<file path="config.mk">
export PLATFORM = sky130hd
export DESIGN_NAME = miss_handling_unit
export DESIGN_NICKNAME = d
export VERILOG_FILES = /design/src/mhu_pkg.sv /design/src/replacement_select.sv /design/src/secondary_match.sv /design/src/miss_sequencer.sv /design/src/miss_handling_unit.sv
export VERILOG_INCLUDE_DIRS = /design/src
export SDC_FILE = /design/constraint.sdc
export NUM_CORES = 1
export LEC_CHECK = 0
export BUFFER_PORTS_ARGS = -buffer_cell sky130_fd_sc_hd__buf_4
export CAP_MARGIN = 15
export CORE_UTILIZATION = 39
export DETAILED_ROUTE_END_ITERATION = 16
export PLACE_DENSITY = 0.81
export SETUP_SLACK_MARGIN = 0.15
export SYNTH_ARGS = -nofsm -noshare
export SYNTH_HDL_FRONTEND = slang
export SYNTH_HIERARCHICAL = 1
export SYNTH_SLANG_ARGS = --single-unit
</file>
<file path="constraint.sdc">
create_clock -name clk_i -period 3.3 [get_ports clk_i]
set_input_delay 0.33 -clock clk_i [delete_from_list [all_inputs] [get_ports clk_i]]
set_output_delay 0.33 -clock clk_i [all_outputs]
set_load 0.005 [all_outputs]
</file>
<file path="src/mhu_macros.svh">
// fixed geometry; ways, sets and words per block must be powers of two with matching LG values
`ifndef MHU_MACROS_SVH
`define MHU_MACROS_SVH

// cache geometry
`define MHU_WAYS 4
`define MHU_LG_WAYS 2
`define MHU_SETS 16
`define MHU_LG_SETS 4
`define MHU_BLOCK_WORDS 4
`define MHU_LG_BLOCK_WORDS 2

// word and byte address
`define MHU_DATA_WIDTH 32
`define MHU_BYTE_SEL_WIDTH 2
`define MHU_ADDR_WIDTH 16

// address layout, high to low: tag, index, word, byte
`define MHU_WORD_LSB (`MHU_BYTE_SEL_WIDTH)
`define MHU_INDEX_LSB (`MHU_WORD_LSB + `MHU_LG_BLOCK_WORDS)
`define MHU_TAG_LSB (`MHU_INDEX_LSB + `MHU_LG_SETS)
`define MHU_TAG_WIDTH (`MHU_ADDR_WIDTH - `MHU_TAG_LSB)

`endif

</file>
<file path="src/mhu_pkg.sv">
// plain vector types only, all sized from mhu_macros.svh
`include "mhu_macros.svh"

package mhu_pkg;

  // way number and one-hot style per-way flags
  typedef logic [`MHU_LG_WAYS-1:0] way_id_t;
  typedef logic [`MHU_WAYS-1:0] way_vec_t;

  // address fields
  typedef logic [`MHU_LG_SETS-1:0] set_index_t;
  typedef logic [`MHU_TAG_WIDTH-1:0] tag_t;
  typedef logic [`MHU_LG_BLOCK_WORDS-1:0] word_sel_t;

  // full byte address and one data word
  typedef logic [`MHU_ADDR_WIDTH-1:0] addr_t;
  typedef logic [`MHU_DATA_WIDTH-1:0] data_t;

endpackage

</file>
<file path="src/replacement_select.sv">
// assumes at least one way is unlocked; tag and status inputs must be valid while capture_i is high
`timescale 1ns/1ps
`include "mhu_macros.svh"

module replacement_select (
  input  logic                                   clk_i,
  input  logic                                   reset_i,
  input  logic                                   capture_i,
  input  mhu_pkg::way_vec_t                      way_valid_i,
  input  mhu_pkg::way_vec_t                      way_lock_i,
  input  mhu_pkg::way_vec_t                      way_dirty_i,
  input  mhu_pkg::tag_t [`MHU_WAYS-1:0]          way_tags_i,
  input  mhu_pkg::way_id_t                       lru_way_i,
  output mhu_pkg::way_id_t                       victim_way_o,
  output logic                                   evict_o,
  output mhu_pkg::tag_t                          evict_tag_o
);

  logic [`MHU_LG_WAYS:0] invalid_pick;
  logic [`MHU_LG_WAYS:0] unlocked_pick;
  mhu_pkg::way_id_t      chosen_way;

  // lowest set bit, found flag on top
  function automatic logic [`MHU_LG_WAYS:0] lowest_way(input mhu_pkg::way_vec_t vec);
    logic [`MHU_LG_WAYS:0] result;
    result = '0;
    for (int i = `MHU_WAYS - 1; i >= 0; i--) begin
      if (vec[i]) begin
        result = {1'b1, mhu_pkg::way_id_t'(i)};
      end
    end
    return result;
  endfunction

  assign invalid_pick  = lowest_way(~way_valid_i & ~way_lock_i);
  assign unlocked_pick = lowest_way(~way_lock_i);

  // invalid first, then LRU, then any unlocked way
  assign chosen_way = invalid_pick[`MHU_LG_WAYS] ? invalid_pick[`MHU_LG_WAYS-1:0]
                    : (way_lock_i[lru_way_i] ? unlocked_pick[`MHU_LG_WAYS-1:0] : lru_way_i);

  always_ff @(posedge clk_i) begin
    if (reset_i) begin
      victim_way_o <= '0;
      evict_o      <= 1'b0;
    end else if (capture_i) begin
      victim_way_o <= chosen_way;
      evict_o      <= way_valid_i[chosen_way] & way_dirty_i[chosen_way];
    end
  end

  // victim tag only matters when evict_o is set
  always_ff @(posedge clk_i) begin
    if (capture_i) begin
      evict_tag_o <= way_tags_i[chosen_way];
    end
  end

endmodule

</file>
<file path="src/secondary_match.sv">
// one block tracked at a time; is_secondary_o stays low until the first load after reset
`timescale 1ns/1ps
`include "mhu_macros.svh"

module secondary_match (
  input  logic                clk_i,
  input  logic                reset_i,
  input  logic                load_i,
  input  mhu_pkg::way_id_t    load_way_i,
  input  mhu_pkg::addr_t      load_addr_i,
  input  mhu_pkg::addr_t      head_addr_i,
  output logic                is_secondary_o,
  output mhu_pkg::way_id_t    cur_way_o,
  output mhu_pkg::set_index_t cur_index_o,
  output mhu_pkg::tag_t       cur_tag_o
);

  logic                cur_v_r;
  mhu_pkg::set_index_t head_index;
  mhu_pkg::tag_t       head_tag;

  always_ff @(posedge clk_i) begin
    if (reset_i) begin
      cur_v_r <= 1'b0;
    end else if (load_i) begin
      cur_v_r <= 1'b1;
    end
  end

  // block being refilled
  always_ff @(posedge clk_i) begin
    if (load_i) begin
      cur_way_o   <= load_way_i;
      cur_index_o <= load_addr_i[`MHU_INDEX_LSB +: `MHU_LG_SETS];
      cur_tag_o   <= load_addr_i[`MHU_TAG_LSB +: `MHU_TAG_WIDTH];
    end
  end

  assign head_index = head_addr_i[`MHU_INDEX_LSB +: `MHU_LG_SETS];
  assign head_tag   = head_addr_i[`MHU_TAG_LSB +: `MHU_TAG_WIDTH];

  assign is_secondary_o = cur_v_r & (head_index == cur_index_o) & (head_tag == cur_tag_o);

endmodule

</file>
<file path="src/miss_sequencer.sv">
// one primary miss in flight; every access is a full word and the DMA refills the whole block
`timescale 1ns/1ps
`include "mhu_macros.svh"

module miss_sequencer (
  input  logic                clk_i,
  input  logic                reset_i,
  // miss FIFO head
  input  logic                miss_v_i,
  input  logic                miss_write_i,
  input  logic                miss_block_load_i,
  input  mhu_pkg::addr_t      miss_addr_i,
  input  mhu_pkg::data_t      miss_data_i,
  output logic                miss_yumi_o,
  // tag and status read
  output logic                tag_read_v_o,
  output mhu_pkg::set_index_t tag_read_index_o,
  // replacement and block tracking
  output logic                capture_o,
  output logic                load_o,
  input  mhu_pkg::way_id_t    victim_way_i,
  input  logic                evict_i,
  input  mhu_pkg::tag_t       evict_tag_i,
  input  logic                is_secondary_i,
  input  mhu_pkg::way_id_t    cur_way_i,
  input  mhu_pkg::set_index_t cur_index_i,
  input  mhu_pkg::tag_t       cur_tag_i,
  // DMA
  output logic                dma_cmd_v_o,
  output mhu_pkg::way_id_t    dma_way_o,
  output mhu_pkg::set_index_t dma_index_o,
  output mhu_pkg::tag_t       dma_refill_tag_o,
  output logic                dma_evict_o,
  output mhu_pkg::tag_t       dma_evict_tag_o,
  input  logic                dma_cmd_ready_i,
  input  logic                dma_done_i,
  output logic                dma_ack_o,
  // data memory
  output logic                dm_v_o,
  output logic                dm_write_o,
  output mhu_pkg::way_id_t    dm_way_o,
  output mhu_pkg::set_index_t dm_index_o,
  output mhu_pkg::word_sel_t  dm_word_o,
  output mhu_pkg::data_t      dm_data_o,
  input  logic                dm_ready_i,
  // tag and status write
  output logic                tag_write_v_o,
  output mhu_pkg::way_id_t    tag_write_way_o,
  output mhu_pkg::set_index_t tag_write_index_o,
  output mhu_pkg::tag_t       tag_write_tag_o,
  output logic                tag_write_dirty_o,
  output logic                idle_o
);

  localparam logic [2:0] IDLE     = 3'd0;
  localparam logic [2:0] VICTIM   = 3'd1;
  localparam logic [2:0] SEND_DMA = 3'd2;
  localparam logic [2:0] WAIT_DMA = 3'd3;
  localparam logic [2:0] DRAIN    = 3'd4;
  localparam logic [2:0] UPDATE   = 3'd5;

  logic [2:0]         state_r;
  logic [2:0]         state_n;
  mhu_pkg::word_sel_t word_cnt_r;
  logic               last_word;
  logic               dm_xfer;
  logic               dirty_r;

  always_comb begin
    state_n       = state_r;
    tag_read_v_o  = 1'b0;
    capture_o     = 1'b0;
    dma_cmd_v_o   = 1'b0;
    load_o        = 1'b0;
    dma_ack_o     = 1'b0;
    dm_v_o        = 1'b0;
    tag_write_v_o = 1'b0;
    case (state_r)
      IDLE: begin
        tag_read_v_o = miss_v_i;
        if (miss_v_i) begin
          state_n = VICTIM;
        end
      end
      VICTIM: begin
        // tag and status read data is on the inputs now
        capture_o = 1'b1;
        state_n   = SEND_DMA;
      end
      SEND_DMA: begin
        dma_cmd_v_o = 1'b1;
        load_o      = dma_cmd_ready_i;
        if (dma_cmd_ready_i) begin
          state_n = WAIT_DMA;
        end
      end
      WAIT_DMA: begin
        dma_ack_o = dma_done_i;
        if (dma_done_i) begin
          state_n = DRAIN;
        end
      end
      DRAIN: begin
        dm_v_o = miss_v_i & is_secondary_i;
        // empty FIFO or a different block ends the drain
        if (!(miss_v_i && is_secondary_i)) begin
          state_n = UPDATE;
        end
      end
      UPDATE: begin
        tag_write_v_o = 1'b1;
        state_n       = IDLE;
      end
      default: begin
        state_n = IDLE;
      end
    endcase
  end

  assign last_word   = (word_cnt_r == mhu_pkg::word_sel_t'(`MHU_BLOCK_WORDS - 1));
  assign dm_xfer     = dm_v_o & dm_ready_i;
  assign miss_yumi_o = dm_xfer & (~miss_block_load_i | last_word);

  always_ff @(posedge clk_i) begin
    if (reset_i) begin
      state_r    <= IDLE;
      word_cnt_r <= '0;
      dirty_r    <= 1'b0;
    end else begin
      state_r <= state_n;
      if (dm_xfer && miss_block_load_i) begin
        word_cnt_r <= last_word ? '0 : word_cnt_r + mhu_pkg::word_sel_t'(1);
      end
      if (load_o) begin
        dirty_r <= 1'b0;
      end else if (dm_xfer && miss_write_i && !miss_block_load_i) begin
        dirty_r <= 1'b1;
      end
    end
  end

  assign tag_read_index_o = miss_addr_i[`MHU_INDEX_LSB +: `MHU_LG_SETS];

  // command fields hold while the head is not popped
  assign dma_way_o        = victim_way_i;
  assign dma_index_o      = miss_addr_i[`MHU_INDEX_LSB +: `MHU_LG_SETS];
  assign dma_refill_tag_o = miss_addr_i[`MHU_TAG_LSB +: `MHU_TAG_WIDTH];
  assign dma_evict_o      = evict_i;
  assign dma_evict_tag_o  = evict_tag_i;

  // block loads walk the words of the block as reads
  assign dm_write_o = miss_write_i & ~miss_block_load_i;
  assign dm_way_o   = cur_way_i;
  assign dm_index_o = cur_index_i;
  assign dm_word_o  = miss_block_load_i ? word_cnt_r
                    : miss_addr_i[`MHU_WORD_LSB +: `MHU_LG_BLOCK_WORDS];
  assign dm_data_o  = miss_data_i;

  assign tag_write_way_o   = cur_way_i;
  assign tag_write_index_o = cur_index_i;
  assign tag_write_tag_o   = cur_tag_i;
  assign tag_write_dirty_o = dirty_r;

  assign idle_o = (state_r == IDLE) & ~miss_v_i;

endmodule

</file>
<file path="src/miss_handling_unit.sv">
// tag and status memories live outside; read data must follow tag_read_v_o by one cycle and hold
`timescale 1ns/1ps
`include "mhu_macros.svh"

module miss_handling_unit (
  input  logic                          clk_i,
  input  logic                          reset_i,
  input  logic                          miss_v_i,
  input  logic                          miss_write_i,
  input  logic                          miss_block_load_i,
  input  mhu_pkg::addr_t                miss_addr_i,
  input  mhu_pkg::data_t                miss_data_i,
  output logic                          miss_yumi_o,
  output logic                          tag_read_v_o,
  output mhu_pkg::set_index_t           tag_read_index_o,
  input  mhu_pkg::way_vec_t             way_valid_i,
  input  mhu_pkg::way_vec_t             way_lock_i,
  input  mhu_pkg::way_vec_t             way_dirty_i,
  input  mhu_pkg::tag_t [`MHU_WAYS-1:0] way_tags_i,
  input  mhu_pkg::way_id_t              lru_way_i,
  output logic                          dma_cmd_v_o,
  output mhu_pkg::way_id_t              dma_way_o,
  output mhu_pkg::set_index_t           dma_index_o,
  output mhu_pkg::tag_t                 dma_refill_tag_o,
  output logic                          dma_evict_o,
  output mhu_pkg::tag_t                 dma_evict_tag_o,
  input  logic                          dma_cmd_ready_i,
  input  logic                          dma_done_i,
  output logic                          dma_ack_o,
  output logic                          dm_v_o,
  output logic                          dm_write_o,
  output mhu_pkg::way_id_t              dm_way_o,
  output mhu_pkg::set_index_t           dm_index_o,
  output mhu_pkg::word_sel_t            dm_word_o,
  output mhu_pkg::data_t                dm_data_o,
  input  logic                          dm_ready_i,
  output logic                          tag_write_v_o,
  output mhu_pkg::way_id_t              tag_write_way_o,
  output mhu_pkg::set_index_t           tag_write_index_o,
  output mhu_pkg::tag_t                 tag_write_tag_o,
  output logic                          tag_write_dirty_o,
  output logic                          idle_o
);

  logic                capture;
  logic                load;
  mhu_pkg::way_id_t    victim_way;
  logic                evict;
  mhu_pkg::tag_t       evict_tag;
  logic                is_secondary;
  mhu_pkg::way_id_t    cur_way;
  mhu_pkg::set_index_t cur_index;
  mhu_pkg::tag_t       cur_tag;

  replacement_select i_replacement_select (
    .clk_i(clk_i), .reset_i(reset_i), .capture_i(capture),
    .way_valid_i(way_valid_i), .way_lock_i(way_lock_i), .way_dirty_i(way_dirty_i),
    .way_tags_i(way_tags_i), .lru_way_i(lru_way_i),
    .victim_way_o(victim_way), .evict_o(evict), .evict_tag_o(evict_tag)
  );

  // head address doubles as the load address when the command is taken
  secondary_match i_secondary_match (
    .clk_i(clk_i), .reset_i(reset_i), .load_i(load), .load_way_i(victim_way),
    .load_addr_i(miss_addr_i), .head_addr_i(miss_addr_i), .is_secondary_o(is_secondary),
    .cur_way_o(cur_way), .cur_index_o(cur_index), .cur_tag_o(cur_tag)
  );

  miss_sequencer i_miss_sequencer (
    .clk_i(clk_i), .reset_i(reset_i),
    .miss_v_i(miss_v_i), .miss_write_i(miss_write_i), .miss_block_load_i(miss_block_load_i),
    .miss_addr_i(miss_addr_i), .miss_data_i(miss_data_i), .miss_yumi_o(miss_yumi_o),
    .tag_read_v_o(tag_read_v_o), .tag_read_index_o(tag_read_index_o),
    .capture_o(capture), .load_o(load),
    .victim_way_i(victim_way), .evict_i(evict), .evict_tag_i(evict_tag),
    .is_secondary_i(is_secondary), .cur_way_i(cur_way), .cur_index_i(cur_index),
    .cur_tag_i(cur_tag),
    .dma_cmd_v_o(dma_cmd_v_o), .dma_way_o(dma_way_o), .dma_index_o(dma_index_o),
    .dma_refill_tag_o(dma_refill_tag_o), .dma_evict_o(dma_evict_o),
    .dma_evict_tag_o(dma_evict_tag_o), .dma_cmd_ready_i(dma_cmd_ready_i),
    .dma_done_i(dma_done_i), .dma_ack_o(dma_ack_o),
    .dm_v_o(dm_v_o), .dm_write_o(dm_write_o), .dm_way_o(dm_way_o), .dm_index_o(dm_index_o),
    .dm_word_o(dm_word_o), .dm_data_o(dm_data_o), .dm_ready_i(dm_ready_i),
    .tag_write_v_o(tag_write_v_o), .tag_write_way_o(tag_write_way_o),
    .tag_write_index_o(tag_write_index_o), .tag_write_tag_o(tag_write_tag_o),
    .tag_write_dirty_o(tag_write_dirty_o), .idle_o(idle_o)
  );

endmodule

</file>
==> metrics.md, run 1 <==
| Metric | Value |
|---|---|
| Status | `finished, final reports clean` |
| Kind of critical path | `reg2out` |
| Synth-to-Final Area Change | `22.7%` |
| Fin area | `2870 sq um` |
| Commonest non-fill, non-tap cells in the layout | `buf_4, edfxtp_1, nor2_1, xnor2_1` |
| Clock Path Buffers | `2` |
| Skew final | `2.75 ps` |
| Via count | `1759` |
| Distinct cells, synth | `41` |
| Detailed-route wire length per cell | `13.6 um` |
| Pin count of the biggest net entering global routing | `20` |
| Startpoint types | `flop` |
| DRC | `0` |
| CTS tree | `built` |
| Area of the mapped netlist | `2340 sq um` |
| Leak pwr | `1.27 nW` |
| Num Clock Sinks | `32` |
| Area after DPL | `2770 sq um` |
| Mapped Cells | `238` |
| Row cnt | `27` |
| Die height | `79.5 um` |
| Maximum VDD drop | `0.146 mV` |
| Initial DRC count | `97` |
| CP Capture Type | `primary output` |
| PwrDens | `375 nW/um^2` |
| Unrepaired setup endpoints after global routing | `false` |
| Slew @ Worst Pin | `672 ps` |
| Synthesized area per cell | `9.84 sq um` |
| CTS resizes | `0` |
| Top-area cell type share of the netlist area | `28.2%` |
| Clock latency on the worst-skew pair | `270 ps` |
| Initial core utilization | `41.5%` |
| Core area | `5640 sq um` |
| Fmax | `416 MHz` |
| # hold bufs at CTS | `0` |
| Most common cell after layout, fill and taps aside | `buf_4` |
| Ys async rst share | `0%` |
| Flops & latches, synth | `32` |
| Critical Path AT | `2070 ps` |
| Worst hold start | `miss_addr_i[12]` |
| WP data required | `2970 ps` |
| Critical R2R Launch | `i_secondary_match/cur_tag_o[7]$_DFFE_PP_` |
| Final ANT Viol Nets | `0` |
| Area leader, netlist | `edfxtp_1` |
| Synth area leaders | `edfxtp_1, buf_4, dfxtp_1` |
| Wirelength, routed | `4890 um` |
| Vias in the first global route | `1717` |
| Routability Congestion | `0.771` |
| Fin crit period | `2400 ps` |
| Diodes inserted | `0` |
| Final HPWL DP | `3990 um` |
| Die area | `6320 sq um` |
| Synth Warn # | `6` |
| Slew HR | `55.2%` |
| Gr usage total | `15.4%` |
| Num ports | `192` |
| Clk slew on worst S/H paths | `60 ps` |
| Primary FF master, synth | `edfxtp_1` |
| Initial antenna violation count | `0` |
| Final nets | `390` |
| Global-route wire length before repair | `7610 um` |
| Buffers on Ports | `125` |
| CTS buffer count | `5` |
| Seq/Total Area, Yosys | `36.8%` |
| H-Tree Depth | `2` |
| Via/cell ratio | `4.89` |
| Critical path fanouts, max | `2` |
| Layout cells sized above 1 | `52.8%` |
| Max_cap viols | `0` |
| TritonRoute pass-1 iters | `4` |
| Syn nets | `341` |
| Crit share post-route | `72.8%` |
| Die X | `79.5 um` |
| CP Launch Point | `i_secondary_match/cur_tag_o[7]$_DFFE_PP_` |
| Final slew viol count | `0` |
| Root Buffer | `clkbuf_8` |
| Worst Hold Class | `in2reg` |
| EDFF count, synth | `22` |
| Post-Route Setup TNS | `0 ps` |
| Final setup viols | `0` |
| Grt ovf | `0` |
| Hold Vio Cnt, Final | `0` |
| Post-CTS Setup Bufs | `0` |
## metrics by stage
step	power (mW)	utilization, %	cells	hold slack, ps	setup slack [ps]
detailed placement	0.738	49.0	352	460	1040
finish	1.08	50.9	360	263	896
global placement	0.732	49.0	352	449	1080
floorplan	0.658	-	238	399	907
CTS	1.10	50.9	360	253	869
global route	1.14	50.9	360	253	741
## logic make-up (layout without fill, tap and decap cells)
family / after synthesis / in the layout / share of synthesized area, %
XOR/XNOR: 12 / 12 / 4.49
AND/OR/NAND/NOR: 62 / 62 / 14.4
flip-flops: 32 / 32 / 36.8
adder cells (fa/ha/maj): 1 / 1 / 0.534
buffers and inverters: 88 / 138 / 27.7
AO/OA/AOI/OAI: 20 / 20 / 5.51
multiplexers: 23 / 23 / 10.6
## metal layers
| metal | track usage, % | up-vias | wire (um) |
|---|---|---|---|
| met1 | 15.9 | 798 | 1760 |
| met2 | 27.9 | 107 | 2470 |
| li1 | - | 842 | - |
| met3 | 5.14 | 12 | 551 |
| met5 | 0 | - | 0 |
| met4 | 7.09 | 0 | 110 |
## final timing paths
kind | cells past startpoint | end | slack [ps]
min reg2reg | 0 | i_secondary_match/cur_way_o[1]$_DFFE_PP_ | 470
max reg2reg | 6 | i_miss_sequencer/word_cnt_r[0]$_SDFFE_PP0P_ | 1270
min | 1 | i_secondary_match/cur_tag_o[4]$_DFFE_PP_ | 260
max | 7 | miss_yumi_o | 900
## sequential cells by signal, indices dropped and copies added (netlist names)
signal / count
i_replacement_select/evict_o: 1
i_replacement_select/evict_tag_o: 8
i_miss_sequencer/tag_write_dirty_o: 1
i_secondary_match/cur_v_r: 1
i_miss_sequencer/word_cnt_r: 2
i_miss_sequencer/state_r: 3
i_secondary_match/cur_way_o: 2
i_secondary_match/cur_index_o: 4
i_secondary_match/cur_tag_o: 8
i_replacement_select/victim_way_o: 2
## critical path, cell delays in order (launching register included)
cell and delay (ps):
edfxtp_1 420, xnor2_1 210, nand3_1 110, nor4_2 400
nand3_1 150, nor3_1 230, and3_1 200, buf_4 100
## power breakdown
group	internal [mW]	switching, mW
logic	0.149	0.106
clock network	0.224	0.128
registers	0.457	0.0151
## synthesized netlist by cell type, drive strengths merged (2+ instances only)
library cell	number
dfxtp	10
xnor2	12
edfxtp	22
nor4	3
nand3	3
nor3	5
nand4	2
buf	84
nor2b	7
o211ai	2
inv	3
and3	6
nor2	20
a21oi	9
mux2	12
nand2	7
nand2b	3
mux2i	11
## cell type report
class | count | area, sq um
Fill cell | 542 | 2770
Multi-Input combinational cell | 118 | 850
Sequential cell | 32 | 861
Tap cell | 72 | 90.1
Inverter | 3 | 11.3
Timing Repair Buffer | 127 | 953
Clock buffer | 6 | 72.6
Clock inverter | 2 | 35.0
Note: power is estimated with default switching activity, not from simulation.
==> inputs of run 2 (changes only) <==
Settings changed: ABC_AREA set to 1, CORE_UTILIZATION 39 to 37, PLACE_DENSITY 0.81 to 0.78.
Clock period 3.3 ns to 1.9 ns, I/O delays scaled along.
==> metrics.md, run 2 <==
| Metric | Value |
|---|---|
| Grt ovf | `0 (unchanged)` |
| R2R cell count | `14 (was 6)` |
| Ys async rst share | `0% (unchanged)` |
| Fin crit period | `1880 ps` |
| Status | `finished, final reports clean (unchanged)` |
| Die height | `85.0 um (was 79.5 um)` |
| Pin count of the biggest net entering global routing | `28 (was 20)` |
| Largest regs | `i_replacement_select/evict_tag_o (8), i_secondary_match/cur_tag_o (8), i_secondary_match/cur_index_o (4) (unchanged)` |
| Worst Hold Class | `in2reg (unchanged)` |
| Net switching power | `0.644 mW (was 0.249 mW)` |
| Vias in the first global route | `1991 (was 1717)` |
| Slew @ Worst Pin | `321 ps (was 672 ps)` |
| Slew HR | `78.6% (was 55.2%)` |
| Critical R2R Launch | `i_secondary_match/cur_index_o[2]$_DFFE_PP_ (was i_secondary_match/cur_tag_o[7]$_DFFE_PP_)` |
| Worst hold start | `miss_addr_i[15] (was miss_addr_i[12])` |
| Final nets | `492 (was 390)` |
| Initial antenna violation count | `0 (unchanged)` |
| PwrDens | `683 nW/um^2 (was 375 nW/um^2)` |
| Clock power share | `22.4% (was 32.6%)` |
| H-Tree Depth | `2 (unchanged)` |
| Final Util | `47.9% (was 50.9%)` |
| Critical path fanouts, max | `3 (was 2)` |
| Buffers on Ports | `125 (unchanged)` |
| Root Buffer | `clkbuf_8 (unchanged)` |
| List of most frequent post-synthesis cells | `buf_4, nand2_1, inv_1 (was buf_4, edfxtp_1, nor2_1)` |
| Startpoint types | `flop (unchanged)` |
| Layout cells sized above 1 | `42.8% (was 52.8%)` |
| Placed cell count | `453 (was 352)` |
| Fmax | `531 MHz` |
| Via count | `2146 (was 1759)` |
| Leak pwr | `1.58 nW (was 1.27 nW)` |
| Most common cell after layout, fill and taps aside | `buf_4 (unchanged)` |
| Hold EP | `i_secondary_match/cur_tag_o[7]$_DFFE_PP_ (was i_secondary_match/cur_tag_o[4]$_DFFE_PP_)` |
| Final setup viols | `0 (unchanged)` |
| Reg-to-Reg End | `i_miss_sequencer/word_cnt_r[0]$_SDFFE_PP0P_ (unchanged)` |
| Via/cell ratio | `4.60 (was 4.89)` |
| Primary FF master, synth | `edfxtp_1 (unchanged)` |
| EDFF count, synth | `22 (unchanged)` |
| Critical Path AT | `1690 ps (was 2070 ps)` |
| Synth-to-Final Area Change | `22.0% (was 22.7%)` |
| Clock Path Buffers | `2 (unchanged)` |
| Flops & latches, synth | `32 (unchanged)` |
| Final HPWL DP | `4450 um (was 3990 um)` |
| Mapped Cells | `332 (was 238)` |
| Fin area | `3110 sq um (was 2870 sq um)` |
| WP data required | `1710 ps (was 2970 ps)` |
| Core area | `6490 sq um (was 5640 sq um)` |
| Unrepaired setup endpoints after global routing | `true (was false)` |
| Area after DPL | `2970 sq um (was 2770 sq um)` |
| CP Capture Type | `primary output (unchanged)` |
| Count leader, synth | `buf_4 (unchanged)` |
| Maximum VDD drop | `0.227 mV (was 0.146 mV)` |
| Final non-filler cell total | `467 (was 360)` |
| Sw Share | `30.3% (was 23.1%)` |
| Area of the mapped netlist | `2550 sq um (was 2340 sq um)` |
| Initial DRC count | `24 (was 97)` |
| Distinct cells, synth | `35 (was 41)` |
| Diodes inserted | `0 (unchanged)` |
| Hold Vio Cnt, Final | `0 (unchanged)` |
| Area leader, netlist | `edfxtp_1 (unchanged)` |
| Detailed-route wire length per cell | `11.8 um (was 13.6 um)` |
| Gr usage total | `15.3% (was 15.4%)` |
| CP Launch Point | `i_secondary_match/cur_index_o[2]$_DFFE_PP_ (was i_secondary_match/cur_tag_o[7]$_DFFE_PP_)` |
| Num Clock Sinks | `32 (unchanged)` |
| Hold Path Depth | `1 (unchanged)` |
| Synth Warn # | `6 (unchanged)` |
| Max_cap viols | `0 (unchanged)` |
| Kind of critical path | `reg2out (unchanged)` |
| Skew final | `2.52 ps (was 2.75 ps)` |
| Top-area cell type share of the netlist area | `25.9% (was 28.2%)` |
| Cell-internal power | `1.48 mW (was 0.829 mW)` |
| Clk slew on worst S/H paths | `60 ps (about the same)` |
| Num ports | `192 (unchanged)` |
| Die X | `85.0 um (was 79.5 um)` |
| Synthesized area per cell | `7.68 sq um (was 9.84 sq um)` |
| Syn nets | `435 (was 341)` |
| Routability Congestion | `0.774 (was 0.771)` |
| Crit share post-route | `99.1%` |
| Wirelength, routed | `5510 um (was 4890 um)` |
| Final ANT Viol Nets | `0 (unchanged)` |
| Final Hold Slack | `110 ps (was 263 ps)` |
| TritonRoute pass-1 iters | `4 (unchanged)` |
| Row cnt | `29 (was 27)` |
| Synth area leaders | `edfxtp_1, buf_4, nand2_1 (was edfxtp_1, buf_4, dfxtp_1)` |
| FF-to-FF setup slack | `220 ps (was 1270 ps)` |
| Reg power frac | `43.4% (was 43.8%)` |
| Clock latency on the worst-skew pair | `270 ps (about the same)` |
| Final slew viol count | `0 (unchanged)` |
| Seq/Total Area, Yosys | `33.8% (was 36.8%)` |
| CTS tree | `built (unchanged)` |
| Commonest non-fill, non-tap cells in the layout | `buf_4, nand2_1, inv_1, nor2_1, edfxtp_1 (was buf_4, edfxtp_1, nor2_1, xnor2_1)` |
| Fillers | `651 (was 542)` |
| Combinational power share | `34.2% (was 23.6%)` |
| Die area | `7230 sq um (was 6320 sq um)` |
| DRC | `0 (unchanged)` |
| Initial core utilization | `39.3% (was 41.5%)` |
| Global-route wire length before repair | `8710 um (was 7610 um)` |
| CTS buffer count | `5 (unchanged)` |
run 2: cell type report:
| type | count | area [sq um] | area share [%] |
|---|---|---|---|
| clock buffer | 7 | 76.3 | 2.45 |
| clock inverter | 1 | 3.75 | 0.121 |
| inverter | 46 | 173 | 5.55 |
| multi-input combinational | 171 | 892 | 28.7 |
| sequential | 32 | 861 | 27.7 |
| tap | 77 | 96.3 | 3.10 |
| timing repair buffer | 133 | 1010 | 32.4 |
run 2: logic make-up (layout without fill, tap and decap cells):
logic type | after synthesis | count (layout) | synth area share (%)
and+or+nand+nor | 121 | 121 | 21.9
adders and majority gates | 1 | 1 | 0.491
DFF | 32 | 32 | 33.8
xor gates and xnor gates | 4 | 4 | 1.37
buffers and inverters | 129 | 187 | 31.6
AOI/OAI and AO/OA | 45 | 45 | 10.8
run 2: what timing repair did:
action / CTS / global route
hold buffers: 0 / 0
cloned: 0 / 0
pin swaps: 4 / 9
setup buffers: 4 / 2
endpoints found under the setup margin: 2 / 7
resized for setup: 1 / 10
run 2: routing by layer:
layer,track usage (%),share of wire (%),routed length [um],vias to the layer above
li1,-,-,-,1086
met1,16.5,39,2160,942
met2,27.9,50,2740,105
met3,3.99,8.3,458,13
met4,7.09,2.6,145,0
met5,0,0,0,-
run 2: worst max-delay path: stages, from the launching register on:
cell      delay [ps]
edfxtp_1         400
nand2_1           80
o21ai_1           70
nor2_1           120
nand3_1          110
nor2_2           110
nand2_1           60
inv_2             60
nand3_4           80
nor2_4           100
o21a_1           120
buf_4            100
run 2: worst max path at each step:
stage | end | slack (ps) | cells after the start
2_1_floorplan | i_secondary_match/cur_index_o[0]$_DFFE_PP_ | 190 | 4
3_3_place_gp | miss_yumi_o | 150 | 11
6_report | miss_yumi_o | 20 | 11
5_1_grt | miss_yumi_o | -140 | 11
4_1_cts | miss_yumi_o | -50 | 13
3_5_place_dp | miss_yumi_o | 150 | 11
run 2: metrics by stage:
step | setup WS [ps] | setup TNS (ps) | total power [mW]
CTS | -46.7 | -62.1 | 2.15
global route | -144 | -239 | 2.27
detailed placement | 150 | 0 | 1.66
finish | 17.1 | 0 | 2.13
floorplan | 186 | 0 | 1.46
global placement | 153 | 0 | 1.65
run 2: power by group through the flow:
stage / Combinational (mW) / Clock [mW] / Sequential (mW)
after detailed placement: 0.723 / 0 / 0.938
after global placement: 0.713 / 0 / 0.935
after global routing: 0.814 / 0.521 / 0.933
after floorplan: 0.543 / 0 / 0.919
final: 0.727 / 0.477 / 0.922
after CTS: 0.731 / 0.500 / 0.923
==> inputs of run 3 (changes only) <==
==> constraint.sdc (replaced) <==
create_clock -name clk_i -period 1.9 [get_ports clk_i]
set_input_delay 0.19 -clock clk_i [delete_from_list [all_inputs] [get_ports clk_i]]
set_output_delay 0.19 -clock clk_i [all_outputs]
set_load 0.01 [all_outputs]
==> metrics.md, run 3 (same netlist as run 2, synthesis figures left out) <==
| Metric | Value |
|---|---|
| Status | `finished with violations (was finished, final reports clean)` |
| Violated checks | `negative setup slack` |
| Final ANT Viol Nets | `0 (unchanged)` |
| Kind of critical path | `reg2out (unchanged)` |
| Initial DRC count | `68 (was 24)` |
| Initial core utilization | `39.3% (unchanged)` |
| Row cnt | `29 (unchanged)` |
| Fin crit period | `1920 ps (was 1880 ps)` |
| Fin area | `3100 sq um (was 3110 sq um)` |
| Clock Path Buffers | `2 (unchanged)` |
| Commonest non-fill, non-tap cells in the layout | `buf_4, nand2_1, inv_1, nor2_1, edfxtp_1 (unchanged)` |
| Pin count of the biggest net entering global routing | `28 (unchanged)` |
| Routability Congestion | `0.773 (was 0.774)` |
| Placed cell count | `453 (unchanged)` |
| Final slew viol count | `0 (unchanged)` |
| Place WS | `129 ps (was 150 ps)` |
| Gr usage total | `15.6% (was 15.3%)` |
| Startpoint types | `flop (unchanged)` |
| H-Tree Depth | `2 (unchanged)` |
| Clk slew on worst S/H paths | `60 ps (about the same)` |
| Final setup viols | `1 (was 0)` |
| Setup ws final | `-16.9 ps (was 17.1 ps)` |
| Worst Hold Class | `in2reg (unchanged)` |
| CP Launch Point | `i_secondary_match/cur_index_o[2]$_DFFE_PP_ (unchanged)` |
| CP Capture Type | `primary output (unchanged)` |
| Synth-to-Final Area Change | `21.6% (was 22.0%)` |
| CTS tree | `built (unchanged)` |
| Detailed-route wire length per cell | `12.1 um (was 11.8 um)` |
| Area after DPL | `2970 sq um (unchanged)` |
| Final nets | `491 (was 492)` |
| Hold Vio Cnt, Final | `0 (unchanged)` |
| Skew final | `4.57 ps (was 2.52 ps)` |
| Largest regs | `i_replacement_select/evict_tag_o (8), i_secondary_match/cur_tag_o (8), i_secondary_match/cur_index_o (4) (unchanged)` |
| Worst hold start | `miss_addr_i[15] (unchanged)` |
| Diodes inserted | `0 (unchanged)` |
| Critical Path AT | `1730 ps (was 1690 ps)` |
| Initial antenna violation count | `0 (unchanged)` |
| Clock latency on the worst-skew pair | `280 ps (was 270 ps)` |
| CTS buffer count | `5 (unchanged)` |
| Num ports | `192 (unchanged)` |
| PwrDens | `706 nW/um^2 (was 683 nW/um^2)` |
| Root Buffer | `clkbuf_8 (unchanged)` |
| Crit share post-route | `101% (was 99.1%)` |
| Unrepaired setup endpoints after global routing | `true (unchanged)` |
| Die X | `85.0 um (unchanged)` |
| Buffers on Ports | `125 (unchanged)` |
| Wirelength, routed | `5650 um (was 5510 um)` |
| TritonRoute pass-1 iters | `7 (was 4)` |
| WP data required | `1710 ps (about the same)` |
| Most common cell after layout, fill and taps aside | `buf_4 (unchanged)` |
| Core area | `6490 sq um (unchanged)` |
| Critical R2R Launch | `i_secondary_match/cur_index_o[2]$_DFFE_PP_ (unchanged)` |
| Die area | `7230 sq um (unchanged)` |
| # hold bufs at CTS | `0 (unchanged)` |
| Die height | `85.0 um (unchanged)` |
| Num Clock Sinks | `32 (unchanged)` |
| Critical path fanouts, max | `3 (unchanged)` |
| Slew HR | `79.4% (was 78.6%)` |
| Leak pwr | `1.58 nW (about the same)` |
| Fmax | `522 MHz (was 531 MHz)` |
| Layout cells sized above 1 | `42.4% (was 42.8%)` |
| Max_cap viols | `0 (unchanged)` |
| Global-route wire length before repair | `8780 um (was 8710 um)` |
| Vias in the first global route | `1985 (was 1991)` |
| Final non-filler cell total | `466 (was 467)` |
| DRC | `0 (unchanged)` |
| Slew @ Worst Pin | `309 ps (was 321 ps)` |
| Maximum VDD drop | `0.250 mV (was 0.227 mV)` |
| Final HPWL DP | `4540 um (was 4450 um)` |
| Via/cell ratio | `4.62 (was 4.60)` |
| Grt ovf | `0 (unchanged)` |
| Via count | `2154 (was 2146)` |
-- run 3: cell types whose count changed in the layout (fill, tap and decap cells not counted), sizes merged --
cell and change:
buf -1
-- run 3: final timing paths --
check                                                end  slack, ps  cells after the start
max                                          miss_yumi_o        -20                     11
min             i_secondary_match/cur_tag_o[7]$_DFFE_PP_        110                      1
max reg2reg  i_miss_sequencer/word_cnt_r[1]$_SDFFE_PP0P_        220                     14
min reg2reg       i_secondary_match/cur_v_r$_SDFFE_PP0P_        470                      2
-- run 3: power breakdown --
part	internal [mW]	switching, mW	leakage [nW]
clock network	0.254	0.226	0.0399
logic	0.373	0.413	1.25
registers	0.860	0.0617	0.284
-- run 3: what timing repair did --
action,in CTS,in global routing
gates cloned,0,0
gates resized for setup,1,6
setup endpoints to repair,2,8
buffers inserted,3,2
pin swaps,3,5
-- run 3: worst max-delay path, cell delays in order, from the launching register on --
cell and delay (ps):
edfxtp_1 400, nand2_1 80, o21ai_0 80, nor2_1 130
nand3_1 120, nor2_2 110, nand2_1 60, inv_2 60
nand3_4 70, nor2_4 100, o21a_1 120, buf_4 110
-- run 3: metrics by stage --
step           power (mW)  setup TNS [ps]  utilization [%]  hold WS, ps
6_report             2.19           -16.9             47.8          115
5_1_grt              2.34            -357             47.8         98.3
4_1_cts              2.20            -155             47.2          103
3_5_place_dp         1.71               0             45.7          380
3_3_place_gp         1.70               0             45.7          380
2_1_floorplan        1.52               0                -          259
-- run 3: per-layer routing --
metal  global-route usage, %  vias up  routed length [um]
li1                        -     1081                   -
met1                    16.5      952                2170
met2                    28.3      105                2830
met3                    4.57       16                 505
met4                    7.55        0                 149
met5                       0        -                   0
-- run 3: area by class of cell --
cell class / instances / area (sq um)
Fill cell: 657 / 3390
Timing Repair Buffer: 132 / 995
Multi-Input combinational cell: 171 / 897
Sequential cell: 32 / 861
Inverter: 46 / 173
Tap cell: 77 / 96.3
Clock buffer: 7 / 76.3
Clock inverter: 1 / 3.75
